`config.mk`:
```
export PLATFORM = sky130hd
export DESIGN_NAME = uart_frame_link
export DESIGN_NICKNAME = d
export VERILOG_FILES = /design/src/frame_pkg.sv /design/src/uart_rx.sv /design/src/uart_tx.sv /design/src/frame_rx.sv /design/src/frame_tx.sv /design/src/frame_ctrl.sv /design/src/uart_frame_link.sv
export SDC_FILE = /design/constraint.sdc
export NUM_CORES = 1
export LEC_CHECK = 0
export BUFFER_PORTS_ARGS = -buffer_cell sky130_fd_sc_hd__buf_2
export CAP_MARGIN = 10
export CORE_MARGIN = 10
export CORE_UTILIZATION = 58
export CTS_CLUSTER_SIZE = 30
export DETAILED_ROUTE_END_ITERATION = 8
export PLACE_DENSITY = 0.8
export SYNTH_ARGS = -nofsm -noshare
export SYNTH_HDL_FRONTEND = slang
export SYNTH_SLANG_ARGS = --single-unit
```
`constraint.sdc`:
```
create_clock -name clk -period 6.64 [get_ports clk]
set_input_delay 0.664 -clock clk [delete_from_list [all_inputs] [get_ports clk]]
set_output_delay 0.664 -clock clk [all_outputs]
set_load 0.02 [all_outputs]
```
`src/frame_pkg.sv`:
```
package frame_pkg;

    localparam int frame_bytes = 12;
    localparam int body_bytes  = 10; // identifier and payload, the part the checksum covers

    typedef logic [8*body_bytes-1:0] body_t;
    typedef logic [15:0] csum_t;

    typedef struct packed {
        logic [31:0] id;
        logic [47:0] payload;
        csum_t       csum;
    } frame_fields_t;

    // b[frame_bytes-1] holds the first byte on the line
    typedef union packed {
        frame_fields_t                f;
        logic [frame_bytes-1:0][7:0] b;
    } frame_u;

endpackage

```
`src/uart_rx.sv`:
```
`timescale 1ns/1ps

module uart_rx #(
    parameter int clk_freq = 1000000,
    parameter int baud     = 125000
) (
    input  logic       clk,
    input  logic       rst,
    input  logic       rxd,
    output logic [7:0] rx_byte,
    output logic       rx_byte_valid,
    output logic       rx_eop
);

    localparam int bit_clks = clk_freq / baud;
    localparam int gap_clks = 16 * bit_clks;
    localparam int bw       = $clog2(bit_clks);
    localparam int gw       = $clog2(gap_clks + 1);

    localparam logic [bw-1:0] bit_last  = bw'(bit_clks - 1);
    localparam logic [bw-1:0] half_last = bw'(bit_clks / 2 - 1);
    localparam logic [gw-1:0] gap_last  = gw'(gap_clks - 1);
    localparam logic [gw-1:0] gap_full  = gw'(gap_clks);

    localparam logic [1:0] st_idle  = 2'd0;
    localparam logic [1:0] st_start = 2'd1;
    localparam logic [1:0] st_data  = 2'd2;
    localparam logic [1:0] st_stop  = 2'd3;

    logic [1:0]    sync_q;
    logic [1:0]    state;
    logic [bw-1:0] clk_cnt;
    logic [2:0]    bit_idx;
    logic [7:0]    shift;
    logic [gw-1:0] idle_cnt;
    logic          got_byte; // a byte has arrived since the last gap
    logic          rxd_s;

    assign rxd_s   = sync_q[1];
    assign rx_byte = shift;

    always_ff @(posedge clk) begin
        if (rst) begin
            sync_q        <= 2'b11;
            state         <= st_idle;
            clk_cnt       <= '0;
            bit_idx       <= '0;
            idle_cnt      <= '0;
            got_byte      <= 1'b0;
            rx_byte_valid <= 1'b0;
            rx_eop        <= 1'b0;
        end else begin
            sync_q        <= {sync_q[0], rxd};
            rx_byte_valid <= 1'b0;
            rx_eop        <= 1'b0;
            clk_cnt       <= clk_cnt + 1'b1;
            case (state)
                st_idle: begin
                    clk_cnt <= '0;
                    if (!rxd_s) state <= st_start;
                end
                st_start: begin
                    if (clk_cnt == half_last) begin // middle of the start bit
                        clk_cnt <= '0;
                        bit_idx <= '0;
                        state   <= rxd_s ? st_idle : st_data;
                    end
                end
                st_data: begin
                    if (clk_cnt == bit_last) begin
                        clk_cnt <= '0;
                        bit_idx <= bit_idx + 1'b1;
                        if (bit_idx == 3'd7) state <= st_stop;
                    end
                end
                default: begin
                    if (clk_cnt == bit_last) begin
                        state <= st_idle;
                        if (rxd_s) begin // a low stop bit drops the byte
                            rx_byte_valid <= 1'b1;
                            got_byte      <= 1'b1;
                        end
                    end
                end
            endcase

            if (state != st_idle || !rxd_s) begin
                idle_cnt <= '0;
            end else if (idle_cnt != gap_full) begin
                idle_cnt <= idle_cnt + 1'b1;
            end
            if (state == st_idle && rxd_s && idle_cnt == gap_last && got_byte) begin
                rx_eop   <= 1'b1;
                got_byte <= 1'b0;
            end
        end
    end

    always_ff @(posedge clk) begin
        if (state == st_data && clk_cnt == bit_last) begin
            shift <= {rxd_s, shift[7:1]}; // lsb arrives first
        end
    end

endmodule

```
`src/uart_tx.sv`:
```
`timescale 1ns/1ps

module uart_tx #(
    parameter int clk_freq = 1000000,
    parameter int baud     = 125000
) (
    input  logic       clk,
    input  logic       rst,
    input  logic       txb_valid,
    input  logic [7:0] txb_data,
    output logic       txb_ready,
    output logic       tx_idle,
    output logic       txd
);

    localparam int bit_clks = clk_freq / baud;
    localparam int bw       = $clog2(bit_clks);

    localparam logic [bw-1:0] bit_last = bw'(bit_clks - 1);

    logic          busy;
    logic [8:0]    shift; // data bits then the stop bit
    logic [3:0]    bit_cnt;
    logic [bw-1:0] clk_cnt;

    assign txb_ready = !busy;
    assign tx_idle   = !busy;

    always_ff @(posedge clk) begin
        if (rst) begin
            busy    <= 1'b0;
            bit_cnt <= '0;
            clk_cnt <= '0;
            txd     <= 1'b1;
        end else if (!busy) begin
            if (txb_valid) begin
                busy    <= 1'b1;
                bit_cnt <= '0;
                clk_cnt <= '0;
                txd     <= 1'b0; // start bit
            end
        end else if (clk_cnt == bit_last) begin
            clk_cnt <= '0;
            if (bit_cnt == 4'd9) begin
                busy <= 1'b0; // stop bit has run its full period
                txd  <= 1'b1;
            end else begin
                bit_cnt <= bit_cnt + 1'b1;
                txd     <= shift[0];
            end
        end else begin
            clk_cnt <= clk_cnt + 1'b1;
        end
    end

    always_ff @(posedge clk) begin
        if (!busy && txb_valid) begin
            shift <= {1'b1, txb_data};
        end else if (busy && clk_cnt == bit_last) begin
            shift <= {1'b1, shift[8:1]};
        end
    end

endmodule

```
`src/frame_rx.sv`:
```
`timescale 1ns/1ps

module frame_rx import frame_pkg::*; (
    input  logic       clk,
    input  logic       rst,
    input  logic       rx_hold,
    input  logic       rx_clear,
    input  logic [7:0] rx_byte,
    input  logic       rx_byte_valid,
    output frame_u     frame,
    output logic [3:0] byte_count,
    output csum_t      body_sum
);

    localparam logic [3:0] cnt_full = 4'(frame_bytes);
    localparam logic [3:0] cnt_over = 4'(frame_bytes + 1);
    localparam logic [3:0] cnt_body = 4'(body_bytes);

    logic take;

    assign take = rx_byte_valid && !rx_hold;

    always_ff @(posedge clk) begin
        if (rst || rx_clear) begin
            byte_count <= '0;
            body_sum   <= '0;
        end else if (take) begin
            if (byte_count != cnt_over) byte_count <= byte_count + 1'b1; // long frames stick here
            if (byte_count < cnt_body) begin
                body_sum <= body_sum + {8'h00, rx_byte};
            end
        end
    end

    // bytes past the twelfth are counted but not stored
    always_ff @(posedge clk) begin
        if (take && byte_count < cnt_full) begin
            frame.b <= {frame.b[frame_bytes-2:0], rx_byte};
        end
    end

endmodule

```
`src/frame_tx.sv`:
```
`timescale 1ns/1ps

module frame_tx import frame_pkg::*; (
    input  logic       clk,
    input  logic       rst,
    input  logic       reply_load,
    input  body_t      tx_data,
    output logic       txb_valid,
    output logic [7:0] txb_data,
    input  logic       txb_ready,
    output logic       reply_done
);

    localparam int sw = 8 * frame_bytes;

    localparam logic [3:0] last_idx    = 4'(frame_bytes - 1);
    localparam logic [3:0] csum_hi_idx = 4'(body_bytes - 1);

    logic [sw-1:0] shreg;
    csum_t         sum;
    logic [3:0]    sent; // bytes already handed to the transmitter
    logic          xfer;

    assign xfer     = txb_valid && txb_ready;
    assign txb_data = shreg[sw-1 -: 8];

    always_ff @(posedge clk) begin
        if (rst) begin
            txb_valid  <= 1'b0;
            reply_done <= 1'b0;
            sent       <= '0;
        end else begin
            reply_done <= 1'b0;
            if (reply_load) begin
                txb_valid <= 1'b1;
                sent      <= '0;
            end else if (xfer) begin
                sent <= sent + 1'b1;
                if (sent == last_idx) begin
                    txb_valid  <= 1'b0;
                    reply_done <= 1'b1;
                end
            end
        end
    end

    always_ff @(posedge clk) begin
        if (reply_load) begin
            shreg <= {tx_data, 16'h0000};
            sum   <= {8'h00, tx_data[8*body_bytes-1 -: 8]};
        end else if (xfer) begin
            if (sent < csum_hi_idx) begin
                shreg <= {shreg[sw-9:0], 8'h00};
                sum   <= sum + {8'h00, shreg[sw-9 -: 8]}; // byte that moves to the top next
            end else if (sent == csum_hi_idx) begin
                shreg[sw-1 -: 8] <= sum[15:8];
            end else begin
                shreg[sw-1 -: 8] <= sum[7:0];
            end
        end
    end

endmodule

```
`src/frame_ctrl.sv`:
```
`timescale 1ns/1ps

module frame_ctrl import frame_pkg::*; #(
    parameter logic [31:0] msg_id = 32'h74697277
) (
    input  logic       clk,
    input  logic       rst,
    input  logic       rx_eop,
    input  frame_u     frame,
    input  logic [3:0] byte_count,
    input  csum_t      body_sum,
    input  logic       reply_done,
    input  logic       tx_idle,
    output logic       rx_clear,
    output logic       rx_hold,
    output logic       reply_load,
    output logic       rx_valid,
    output body_t      rx_data,
    output logic       tx_busy
);

    localparam logic [1:0] st_recv  = 2'd0;
    localparam logic [1:0] st_reply = 2'd1;
    localparam logic [1:0] st_drain = 2'd2;

    logic [1:0] state;
    logic       accept;

    assign accept = rx_eop && state == st_recv
                    && byte_count == 4'(frame_bytes)
                    && frame.f.id == msg_id
                    && frame.f.csum == body_sum;

    // reception stays off for the whole reply
    assign rx_hold = state != st_recv;
    assign tx_busy = state != st_recv;

    always_ff @(posedge clk) begin
        if (rst) begin
            state      <= st_recv;
            rx_clear   <= 1'b0;
            rx_valid   <= 1'b0;
            reply_load <= 1'b0;
        end else begin
            rx_clear   <= rx_eop; // every gap empties the buffer, good frame or not
            rx_valid   <= accept;
            reply_load <= accept;
            case (state)
                st_recv:  if (accept) state <= st_reply;
                st_reply: if (reply_done) state <= st_drain;
                default:  if (tx_idle) state <= st_recv; // last stop bit is out
            endcase
        end
    end

    always_ff @(posedge clk) begin
        if (accept) rx_data <= {frame.f.id, frame.f.payload};
    end

endmodule

```
`src/uart_frame_link.sv`:
```
`timescale 1ns/1ps

module uart_frame_link import frame_pkg::*; #(
    parameter int          clk_freq = 1000000,
    parameter int          baud     = 125000,
    parameter logic [31:0] msg_id   = 32'h74697277
) (
    input  logic  clk,
    input  logic  rst,
    input  logic  rx,
    output logic  tx,
    output body_t rx_data,
    output logic  rx_valid,
    input  body_t tx_data,
    output logic  tx_busy
);

    logic [7:0] rx_byte;
    logic       rx_byte_valid;
    logic       rx_eop;
    logic       rx_hold;
    logic       rx_clear;
    frame_u     frame;
    logic [3:0] byte_count;
    csum_t      body_sum;
    logic       reply_load;
    logic       reply_done;
    logic       txb_valid;
    logic [7:0] txb_data;
    logic       txb_ready;
    logic       tx_idle;

    frame_ctrl #(
        .msg_id (msg_id)
    ) i_frame_ctrl (
        .clk        (clk),
        .rst        (rst),
        .rx_eop     (rx_eop),
        .frame      (frame),
        .byte_count (byte_count),
        .body_sum   (body_sum),
        .reply_done (reply_done),
        .tx_idle    (tx_idle),
        .rx_clear   (rx_clear),
        .rx_hold    (rx_hold),
        .reply_load (reply_load),
        .rx_valid   (rx_valid),
        .rx_data    (rx_data),
        .tx_busy    (tx_busy)
    );

    uart_rx #(
        .clk_freq (clk_freq),
        .baud     (baud)
    ) i_uart_rx (
        .clk           (clk),
        .rst           (rst),
        .rxd           (rx),
        .rx_byte       (rx_byte),
        .rx_byte_valid (rx_byte_valid),
        .rx_eop        (rx_eop)
    );

    frame_rx i_frame_rx (
        .clk           (clk),
        .rst           (rst),
        .rx_hold       (rx_hold),
        .rx_clear      (rx_clear),
        .rx_byte       (rx_byte),
        .rx_byte_valid (rx_byte_valid),
        .frame         (frame),
        .byte_count    (byte_count),
        .body_sum      (body_sum)
    );

    frame_tx i_frame_tx (
        .clk        (clk),
        .rst        (rst),
        .reply_load (reply_load),
        .tx_data    (tx_data),
        .txb_valid  (txb_valid),
        .txb_data   (txb_data),
        .txb_ready  (txb_ready),
        .reply_done (reply_done)
    );

    uart_tx #(
        .clk_freq (clk_freq),
        .baud     (baud)
    ) i_uart_tx (
        .clk       (clk),
        .rst       (rst),
        .txb_valid (txb_valid),
        .txb_data  (txb_data),
        .txb_ready (txb_ready),
        .tx_idle   (tx_idle),
        .txd       (tx)
    );

endmodule

```
Word level (Yosys, flattened, before mapping)
Index checks and enable logic that the tools add are counted.
{"block": "op_classes", "n_addsub": 9, "magnitude_cmp": 3, "n_eq_ne": 25, "mux": 48, "bitwise_logic": 3, "n_reduce_logical": 45}
{"cell": "two-way mux 96 bit", "count": 2}
{"cell": "two-way mux 88 bit", "count": 1}
{"cell": "two-way mux 8 bit", "count": 7}
{"cell": "adder 16 x 8 -> 16 bit", "count": 2}
{"cell": "== test 32 x 31 -> 1 bit, second input constant", "count": 1}
{"cell": "two-way mux 3 bit", "count": 7}
{"cell": "two-way mux 2 bit", "count": 9}
{"cell": "== test 16 bit", "count": 1}
{"cell": "== test 4 bit, second input constant", "count": 4}
{"cell": "two-way mux 4 bit", "count": 4}
{"cell": "nonzero test 2 bit", "count": 8}
{"cell": "two-way mux 1 bit", "count": 14}
{"cell": "adder 4 x 1 -> 4 bit, second input constant", "count": 3}
{"cell": "logical AND 1 bit", "count": 12}
{"cell": "less-than comparator 4 bit, second input constant", "count": 3}
{"cell": "AND reduction 2 bit", "count": 6}
{"cell": "AND reduction 3 bit", "count": 4}
{"cell": "inequality test 2 x 1 -> 1 bit, second input constant", "count": 5}
{"cell": "adder 3 x 1 -> 3 bit, second input constant", "count": 3}
{"cell": "== test 3 bit, second input constant", "count": 3}
{"cell": "one-hot mux 3 bit (3 select lines)", "count": 1}
{"cell": "adder 8 x 1 -> 8 bit, second input constant", "count": 1}
{"cell": "== test 8 x 7 -> 1 bit, second input constant", "count": 1}
{"cell": "inequality test 8 bit, second input constant", "count": 1}
{"cell": "18 further kinds", "count": 30}
{"block": "totals", "register_bits": 348, "output_inout_bits": 83}

Logic depth before layout (Yosys ltp)
Gate-level depths: netlist of the first run.
{"block": "depth", "word_depth": 7, "depth_mapped": 8, "depth_no_buf": 8}

Cells and area by module
A second synthesis of the first run with hierarchy kept.
{"block": "hier_totals", "hier_cells": 938, "hier_area_um2": 14207.4}
{"module": "frame_tx", "instances": 1, "cells_each": 350, "area_per_inst_um2": 4957.3, "seq_area_each_um2": 2922.8}
{"module": "frame_rx", "instances": 1, "cells_each": 254, "area_per_inst_um2": 4261.6, "seq_area_each_um2": 3283.1}
{"module": "frame_ctrl", "instances": 1, "cells_each": 133, "area_per_inst_um2": 2877.8, "seq_area_each_um2": 2482.4}
{"module": "uart_rx", "instances": 1, "cells_each": 117, "area_per_inst_um2": 1311.3, "seq_area_each_um2": 660.6}
{"module": "uart_tx", "instances": 1, "cells_each": 84, "area_per_inst_um2": 799.5, "seq_area_each_um2": 420.4}

Worst setup path before layout of the first run
OpenSTA, ideal clock, no wires.
{"block": "synth_path", "kind": "flip-flop to flip-flop", "startpoint": "reg i_frame_ctrl.state[1]", "endpoint": "reg i_frame_rx.frame[0] (netlist bit) (enable)", "setup_ns": 0.582, "arrival_time_ns": 5.403, "slack_ns": 0.655, "path_stages_with_launch": 3, "path_buffers": 0, "synth_period_minus_slack_ns": 5.985, "path_cell_list": "dfxtp_1 or3b_4 a21oi_1"}
{"block": "synth_between", "elab_chain_cells": 4}
{"item": "start, declared", "line": "frame_ctrl.sv:26", "source": "logic [1:0] state;"}
{"item": "start signal, assigned", "line": "frame_ctrl.sv:40", "source": "state <= st_recv;"}
{"item": "start signal, assigned", "line": "frame_ctrl.sv:49", "source": "st_recv: if (accept) state <= st_reply;"}
{"item": "start signal, assigned", "line": "frame_ctrl.sv:50", "source": "st_reply: if (reply_done) state <= st_drain;"}
{"item": "nonzero test 2 bit", "line": "frame_ctrl.sv:35", "source": "assign rx_hold = state != st_recv;"}
{"item": "logical NOT 1 bit", "line": "frame_rx.sv:21", "source": "assign take = rx_byte_valid && !rx_hold;"}
{"item": "logical AND 1 bit", "line": "frame_rx.sv:21"}
{"item": "logical AND 1 bit", "line": "frame_rx.sv:37", "source": "if (take && byte_count < cnt_full) begin"}
{"item": "end, declared", "line": "frame_rx.sv:10", "source": "output frame_u frame,"}
Every way passes these cells.
A chain may end at the register's enable or synchronous reset.

Worst setup path after layout of the first run
{"block": "layout_path", "startpoint": "reg i_frame_rx.frame[79] (netlist bit)", "endpoint": "reg i_frame_ctrl.rx_data[1] (enable)"}
{"block": "layout_between", "elab_chain_cells": 3}
{"item": "== test 32 x 31 -> 1 bit", "line": "frame_ctrl.sv:31", "source": "&& frame.f.id == msg_id"}
{"item": "logical AND 1 bit", "line": "frame_ctrl.sv:31"}
{"item": "logical AND 1 bit", "line": "frame_ctrl.sv:32", "source": "&& frame.f.csum == body_sum;"}
{"item": "via i_frame_ctrl.accept", "line": "frame_ctrl.sv:27", "source": "logic accept;"}
{"item": "end signal, assigned", "line": "frame_ctrl.sv:57", "source": "if (accept) rx_data <= {frame.f.id, frame.f.payload};"}
{"item": "end, declared", "line": "frame_ctrl.sv:18", "source": "output body_t rx_data,"}
The timed path passes the listed nets, and every way through them passes these cells.

==> results of run 1 <==
-- cells in the mapped netlist, types with 11 or more instances --
library cell	n	area [µm²]
a21oi_1	49	245.2
dfxtp_1	68	1361
o21ai_0	24	120.1
xnor2_1	19	166.4
clkbuf_1	22	82.58
ha_1	39	488.0
edfxtp_1	280	8408
mux2_2	68	765.7
nand4_1	13	81.33
xor2_1	18	157.7
mux2i_1	16	160.2
nor3_1	15	75.07
nand3_1	17	85.08
inv_1	25	93.84
nand2_1	72	270.3
nand2b_1	11	68.82
nor2_1	51	191.4
-- routing by layer --
metal	vias to the layer above	wire [µm]	share of wire, %	track usage (%)
li1	3804	-	-	-
met1	3834	10200	39	19.46
met2	230	13610	52	29.52
met3	50	1639	6.2	4.574
met4	4	768	2.9	6.234
met5	-	22	0.084	0
-- cells by family (layout without fill, tap and decap cells) --
group	count (synthesis)	count (layout)	synth area share, %
DFF	348	348	71.31
and+or+nand+nor	249	249	9.380
AOI/OAI and AO/OA	111	111	4.923
muxes	84	84	6.759
buffers and inverters	51	259	1.406
adders and majority gates	41	41	3.854
xor gates and xnor gates	37	37	2.366
other	0	1	0
-- area by class of cell --
type	instances	area share [%]
flip-flops and latches	348	60.88
repair buffers	170	5.378
diodes	1	0.01559
multi-input cells	522	23.40
clock inverters	10	0.7248
clock buffers	54	6.539
well taps	319	2.486
inverters	25	0.5845
-- flip-flops by register name, summed over array words and instances, names as in the netlist, 2 cells and up --
signal,cells
i_uart_rx.state,2
i_frame_tx.sent,4
i_frame_ctrl.state,2
i_uart_rx.clk_cnt,3
i_uart_rx.idle_cnt,8
i_frame_rx.frame,96
i_uart_rx.rx_byte,8
i_uart_tx.clk_cnt,3
i_uart_tx.bit_cnt,4
i_frame_tx.shreg,80
i_uart_rx.bit_idx,3
i_frame_rx.body_sum,16
i_uart_tx.shift,8
i_frame_tx.sum,16
i_frame_ctrl.rx_data,80
i_uart_rx.sync_q,2
i_frame_rx.byte_count,4
-- worst reg2reg max path: stages, from the launching register on --
cell	delay, ns
edfxtp_1	0.42
nor4bb_1	0.28
nand4_1	0.13
nor4_1	0.46
nand4_1	0.25
inv_2	0.09
buf_4	0.77
-- path summary, 6_finish.rpt --
check / depth (start not counted) / to
worst max register to register: 6 / i_frame_ctrl.rx_data[1]
worst min register to register: 1 / i_uart_rx.sync_q[1]
worst min-delay path: 2 / i_uart_rx.sync_q[0]
worst max-delay path: 6 / i_frame_ctrl.rx_data[1]
-- power groups by stage --
stage	Clock [µW]	Sequential, µW	Combinational [µW]
floorplan	0	2380	39.9
global placement	0	2380	70.4
detailed placement	0	2380	72.1
CTS	1980	2340	73.8
global route	2070	2340	84.0
finish	1950	2340	73.5
-- metrics by stage --
step / utilization [%] / cell area (µm²)
after floorplan: - / 13700
after global placement: 63.80 / 14890
after detailed placement: 63.80 / 14890
after CTS: 68.80 / 16050
after global routing: 68.81 / 16050
final: 68.81 / 16050
==> results.json, run 1 <==
{
  "outcome": "complete, no violations",
  "seq_area_mm2": 0.009773,
  "antenna_found_initial": 3,
  "hp-start": "rx",
  "wl_per_cell_um": 18.10,
  "fp.coreArea_mm2": 0.02333,
  "pre_cts_slack_ns": 3.939,
  "drv_slew": 0,
  "crit_slowest_cell": "buf_4",
  "cts.clk_slew.worst_paths_ns": 0.06,
  "first_global_vias": 8176,
  "postCtsHoldBufs": 0,
  "drc": 0,
  "cpMostUsedCell": "nand4_1",
  "clock_power_share_pct": 44.8,
  "multi_input_comb_area_mm2": 0.003756,
  "rows": 56,
  "syn_nets": 1045,
  "grt_first_pass_wirelength_um": 41760,
  "dp_hpwl_um": 17640,
  "max_freq_mhz": 354.6,
  "p_int_uw": 3509,
  "layout_setup_ws_ns": 3.820,
  "max_cap_viol_count": 0,
  "seqPwrFrac_pct": 53.6,
  "synthDistinctLibCells": 57,
  "drt_pass1_iterations": 5,
  "whs_ns": 0.3339,
  "cts_tree": "built",
  "crit_required_ns": 6.77,
  "hold_class": "input pin to flip-flop",
  "grtUsageTotal_pct": 16.87,
  "chipWidth_um": 173.7,
  "io_buffers": 165,
  "nNetsFinal": 1226,
  "vias": 7922,
  "start_kind": "flip-flop",
  "synth.avg_cell_area_um2": 14.87,
  "finalCriticalPeriod_ns": 2.820,
  "crit_chain": "nor4bb_1, nand4_1, nor4_1, nand4_1, inv_2, buf_4",
  "synthArstFlopShare_pct": 0,
  "cts_setup_buffers": 0,
  "vias_per_cell": 5.467,
  "grt_max_degree": 99,
  "routed_wirelength_um": 26230,
  "cts.repair.resized": 0,
  "r2r_setup_slack_ns": 3.82,
  "p_sw_share_pct": 19.59,
  "syn_area_mm2": 0.01370,
  "numCtsBuffers": 35,
  "power_density_mw_per_mm2": 271.8,
  "syn_inst": 921,
  "cts_sinks": 348,
  "io_pins": 166,
  "critPathArrivalTime_ns": 2.95,
  "critical_path_class": "flip-flop to flip-flop",
  "num-fill-cells": 1531,
  "fp.dieArea_mm2": 0.03017,
  "die-height_um": 173.7,
  "hold_viol": 0,
  "total_power_uw": 4364,
  "power_switching_uw": 855.0,
  "fin_skew_ns": 0.03252,
  "most-common-layout-cells": "edfxtp_1 (280), buf_2 (165), nand2_1 (72)",
  "post-route-period-util_pct": 42.47,
  "ctsHtreeMaxLevel": 2,
  "leakage_uw": 0.005796,
  "p_comb_share_pct": 1.7,
  "peakVddDrop_mv": 0.2026,
  "overflow": 0,
  "synth_warnings": 0,
  "ys_seq_area_share_pct": 71.31,
  "layout_commonest_cell": "edfxtp_1",
  "worst_slew_margin_rel_pct": 27.45,
  "endpoint_kind": "flip-flop",
  "slowest_delay_ns": 0.77,
  "rr_startpoint": "i_frame_rx.frame[79]",
  "root_buffer": "clkbuf_16",
  "synth-edff-count": 280,
  "finalSetupViolCount": 0,
  "cts_buffer_depth": 3,
  "initial_core_util_pct": 58.71,
  "fin_tns_setup_ns": 0,
  "rsz0062_at_grt": "false",
  "dominantRegCellSynth": "edfxtp_1",
  "antenna_left": 0,
  "gp_congestion": 0.8548,
  "path_max_fanout": 80,
  "drtIter0Drc": 547,
  "clk_latency_ns": 0.53,
  "area_growth_pct": 17.19,
  "drive_above_1_share_pct": 27.28,
  "worst-path-buf-inv": 2,
  "ys_ff_latch": 348,
  "final_cells": 1449,
  "crit_family": "simple AND/OR/NAND/NOR gates",
  "tightest_slew_ns": 1.088,
  "dp.cells": 1384,
  "setup.worst_path.start": "i_frame_rx.frame[79]"
}
Note: power is estimated with default switching activity, not from simulation.
==> run 2, diff against run 1 <==
Clock period 6.64 ns to 2.9 ns, I/O delays scaled along.
==> results.json, run 2 (synthesis gave the netlist of run 1 again) <==
{
  "layout_commonest_cell": "edfxtp_1",
  "antenna_found_initial": 3,
  "grtUsageTotal_pct": 16.79,
  "max_cap_viol_count": 0,
  "clk_latency_ns": 0.51,
  "whs_path_depth": 2,
  "nNetsFinal": 1232,
  "rsz0062_at_grt": "false",
  "top_register": "i_frame_rx.frame",
  "gp_congestion": 0.8252,
  "critPathArrivalTime_ns": 2.94,
  "initial_core_util_pct": 58.71,
  "ctsHtreeMaxLevel": 2,
  "drv_slew": 0,
  "drtIter0Drc": 546,
  "area_growth_pct": 17.73,
  "finalSetupViolCount": 0,
  "r2r_setup_slack_ns": 0.34,
  "wl_per_cell_um": 18.09,
  "worst_slew_margin_rel_pct": 46.86,
  "r2r.worst_path.cells": 7,
  "vias": 7962,
  "power_density_mw_per_mm2": 612.6,
  "fp.dieArea_mm2": 0.03017,
  "top_regs": "i_frame_rx.frame (96), i_frame_ctrl.rx_data (80), i_frame_tx.shreg (80)",
  "drt_pass1_iterations": 5,
  "total_power_uw": 9880,
  "fp.coreArea_mm2": 0.02333,
  "fin_skew_ns": 0.01231,
  "post-route-period-util_pct": 88.30,
  "hold_class": "input pin to flip-flop",
  "io_buffers": 165,
  "rows": 56,
  "hp-start": "tx_data[2]",
  "leakage_uw": 0.005806,
  "postCtsHoldBufs": 1,
  "chipWidth_um": 173.7,
  "endpoint_kind": "flip-flop",
  "routed_wirelength_um": 26320,
  "die-height_um": 173.7,
  "path_max_fanout": 6,
  "fin_util_pct": 69.12,
  "overflow": 0,
  "design_area_mm2": 0.01613,
  "cts_setup_buffers": 0,
  "cts_tree": "built",
  "rr_startpoint": "i_uart_rx.rx_byte[0]",
  "dp_hpwl_um": 17700,
  "cts_buffer_depth": 3,
  "reg2reg_to": "i_frame_rx.body_sum[12]",
  "drc": 0,
  "crit_required_ns": 3.28,
  "tightest_slew_ns": 0.7923,
  "numCtsBuffers": 35,
  "root_buffer": "clkbuf_16",
  "critical_path_class": "flip-flop to flip-flop",
  "dp.cells": 1389,
  "max_freq_mhz": 390.5,
  "drive_above_1_share_pct": 27.05,
  "grt_first_pass_wirelength_um": 41590,
  "cts.clk_slew.worst_paths_ns": 0.06,
  "fin_tns_setup_ns": 0,
  "peakVddDrop_mv": 0.4776,
  "dpl-instance-area_mm2": 0.01499,
  "grt_max_degree": 118,
  "first_global_vias": 8073,
  "cts.repair.resized": 0,
  "cts_sinks": 348,
  "outcome": "complete, no violations",
  "final_cells": 1455,
  "antenna_left": 0,
  "io_pins": 166,
  "start_kind": "flip-flop",
  "most-common-layout-cells": "edfxtp_1 (280), buf_2 (165), nand2_1 (72)",
  "vias_per_cell": 5.472,
  "largest_reg_flops": 96,
  "finalCriticalPeriod_ns": 2.561,
  "hold_viol": 0,
  "hold_end": "i_frame_tx.shreg[18]",
  "num-fill-cells": 1518
}
==> run 2: cell types whose count changed in the layout (fill, tap and decap cells not counted), sizes merged <==
cell         delta
buf             +5
bufinv          +1
clkbuf          -1
dlygate4sd3     +1
clkinv          -1
clkinvlp        +1
==> run 2: critical path: stages (launching register included) <==
cell and delay [ns]:
edfxtp_1 0.40, ha_1 0.23, fa_1 0.41, a21oi_1 0.23
o21ai_0 0.14, a211oi_1 0.71, nor4_1 0.16, mux2i_1 0.16
==> run 2: layout make-up <==
class                   instances  area [µm²]  share of cell area, %
flip-flops and latches        348        9773                  60.60
multi-input cells             522        3756                  23.29
clock buffers                  53        1005                  6.230
repair buffers                176       973.4                  6.036
well taps                     319       399.1                  2.475
clock inverters                11       121.4                 0.7525
inverters                      25       97.59                 0.6051
diodes                          1       2.502                0.01552
==> run 2: metal layers <==
metal | routed length (µm) | GRT usage [%]
met4 | 686 | 5.914
met1 | 10560 | 19.81
met5 | 27 | 0
met3 | 1446 | 3.964
met2 | 13600 | 29.44
==> run 2: worst max-delay path by stage <==
stage | from | end | slack, ns | cells past startpoint
3_3_place_gp | i_uart_rx.rx_byte[0] | i_frame_rx.body_sum[14] | 0.53 | 7
3_5_place_dp | i_uart_rx.rx_byte[0] | i_frame_rx.body_sum[12] | 0.38 | 7
5_1_grt | i_uart_rx.rx_byte[0] | i_frame_rx.body_sum[8] | 0.20 | 7
4_1_cts | i_uart_rx.rx_byte[0] | i_frame_rx.body_sum[12] | 0.41 | 7
2_1_floorplan | i_frame_ctrl.reply_load | i_frame_tx.shreg[16] | 0.09 | 4
6_report | i_uart_rx.rx_byte[0] | i_frame_rx.body_sum[12] | 0.34 | 7
==> run 2: metrics by stage <==
| step | hold slack, ns | worst slack (ns) |
|---|---|---|
| after CTS | 0.04368 | 0.4103 |
| after global routing | 0.05894 | 0.1983 |
| after floorplan | 0.3895 | 0.08956 |
| after detailed placement | 0.3965 | 0.3793 |
| after global placement | 0.3923 | 0.5278 |
| final | 0.06539 | 0.3394 |
==> run 2: where the power goes <==
part | total (µW) | switching, µW | leakage [µW] | internal [µW]
sequential | 5350 | 20.8 | 0.00307 | 5330
clock | 4350 | 1760 | 0.000548 | 2590
combinational | 174 | 89.3 | 0.00219 | 84.7
total | 9880 | 1870 | 0.00581 | 8010
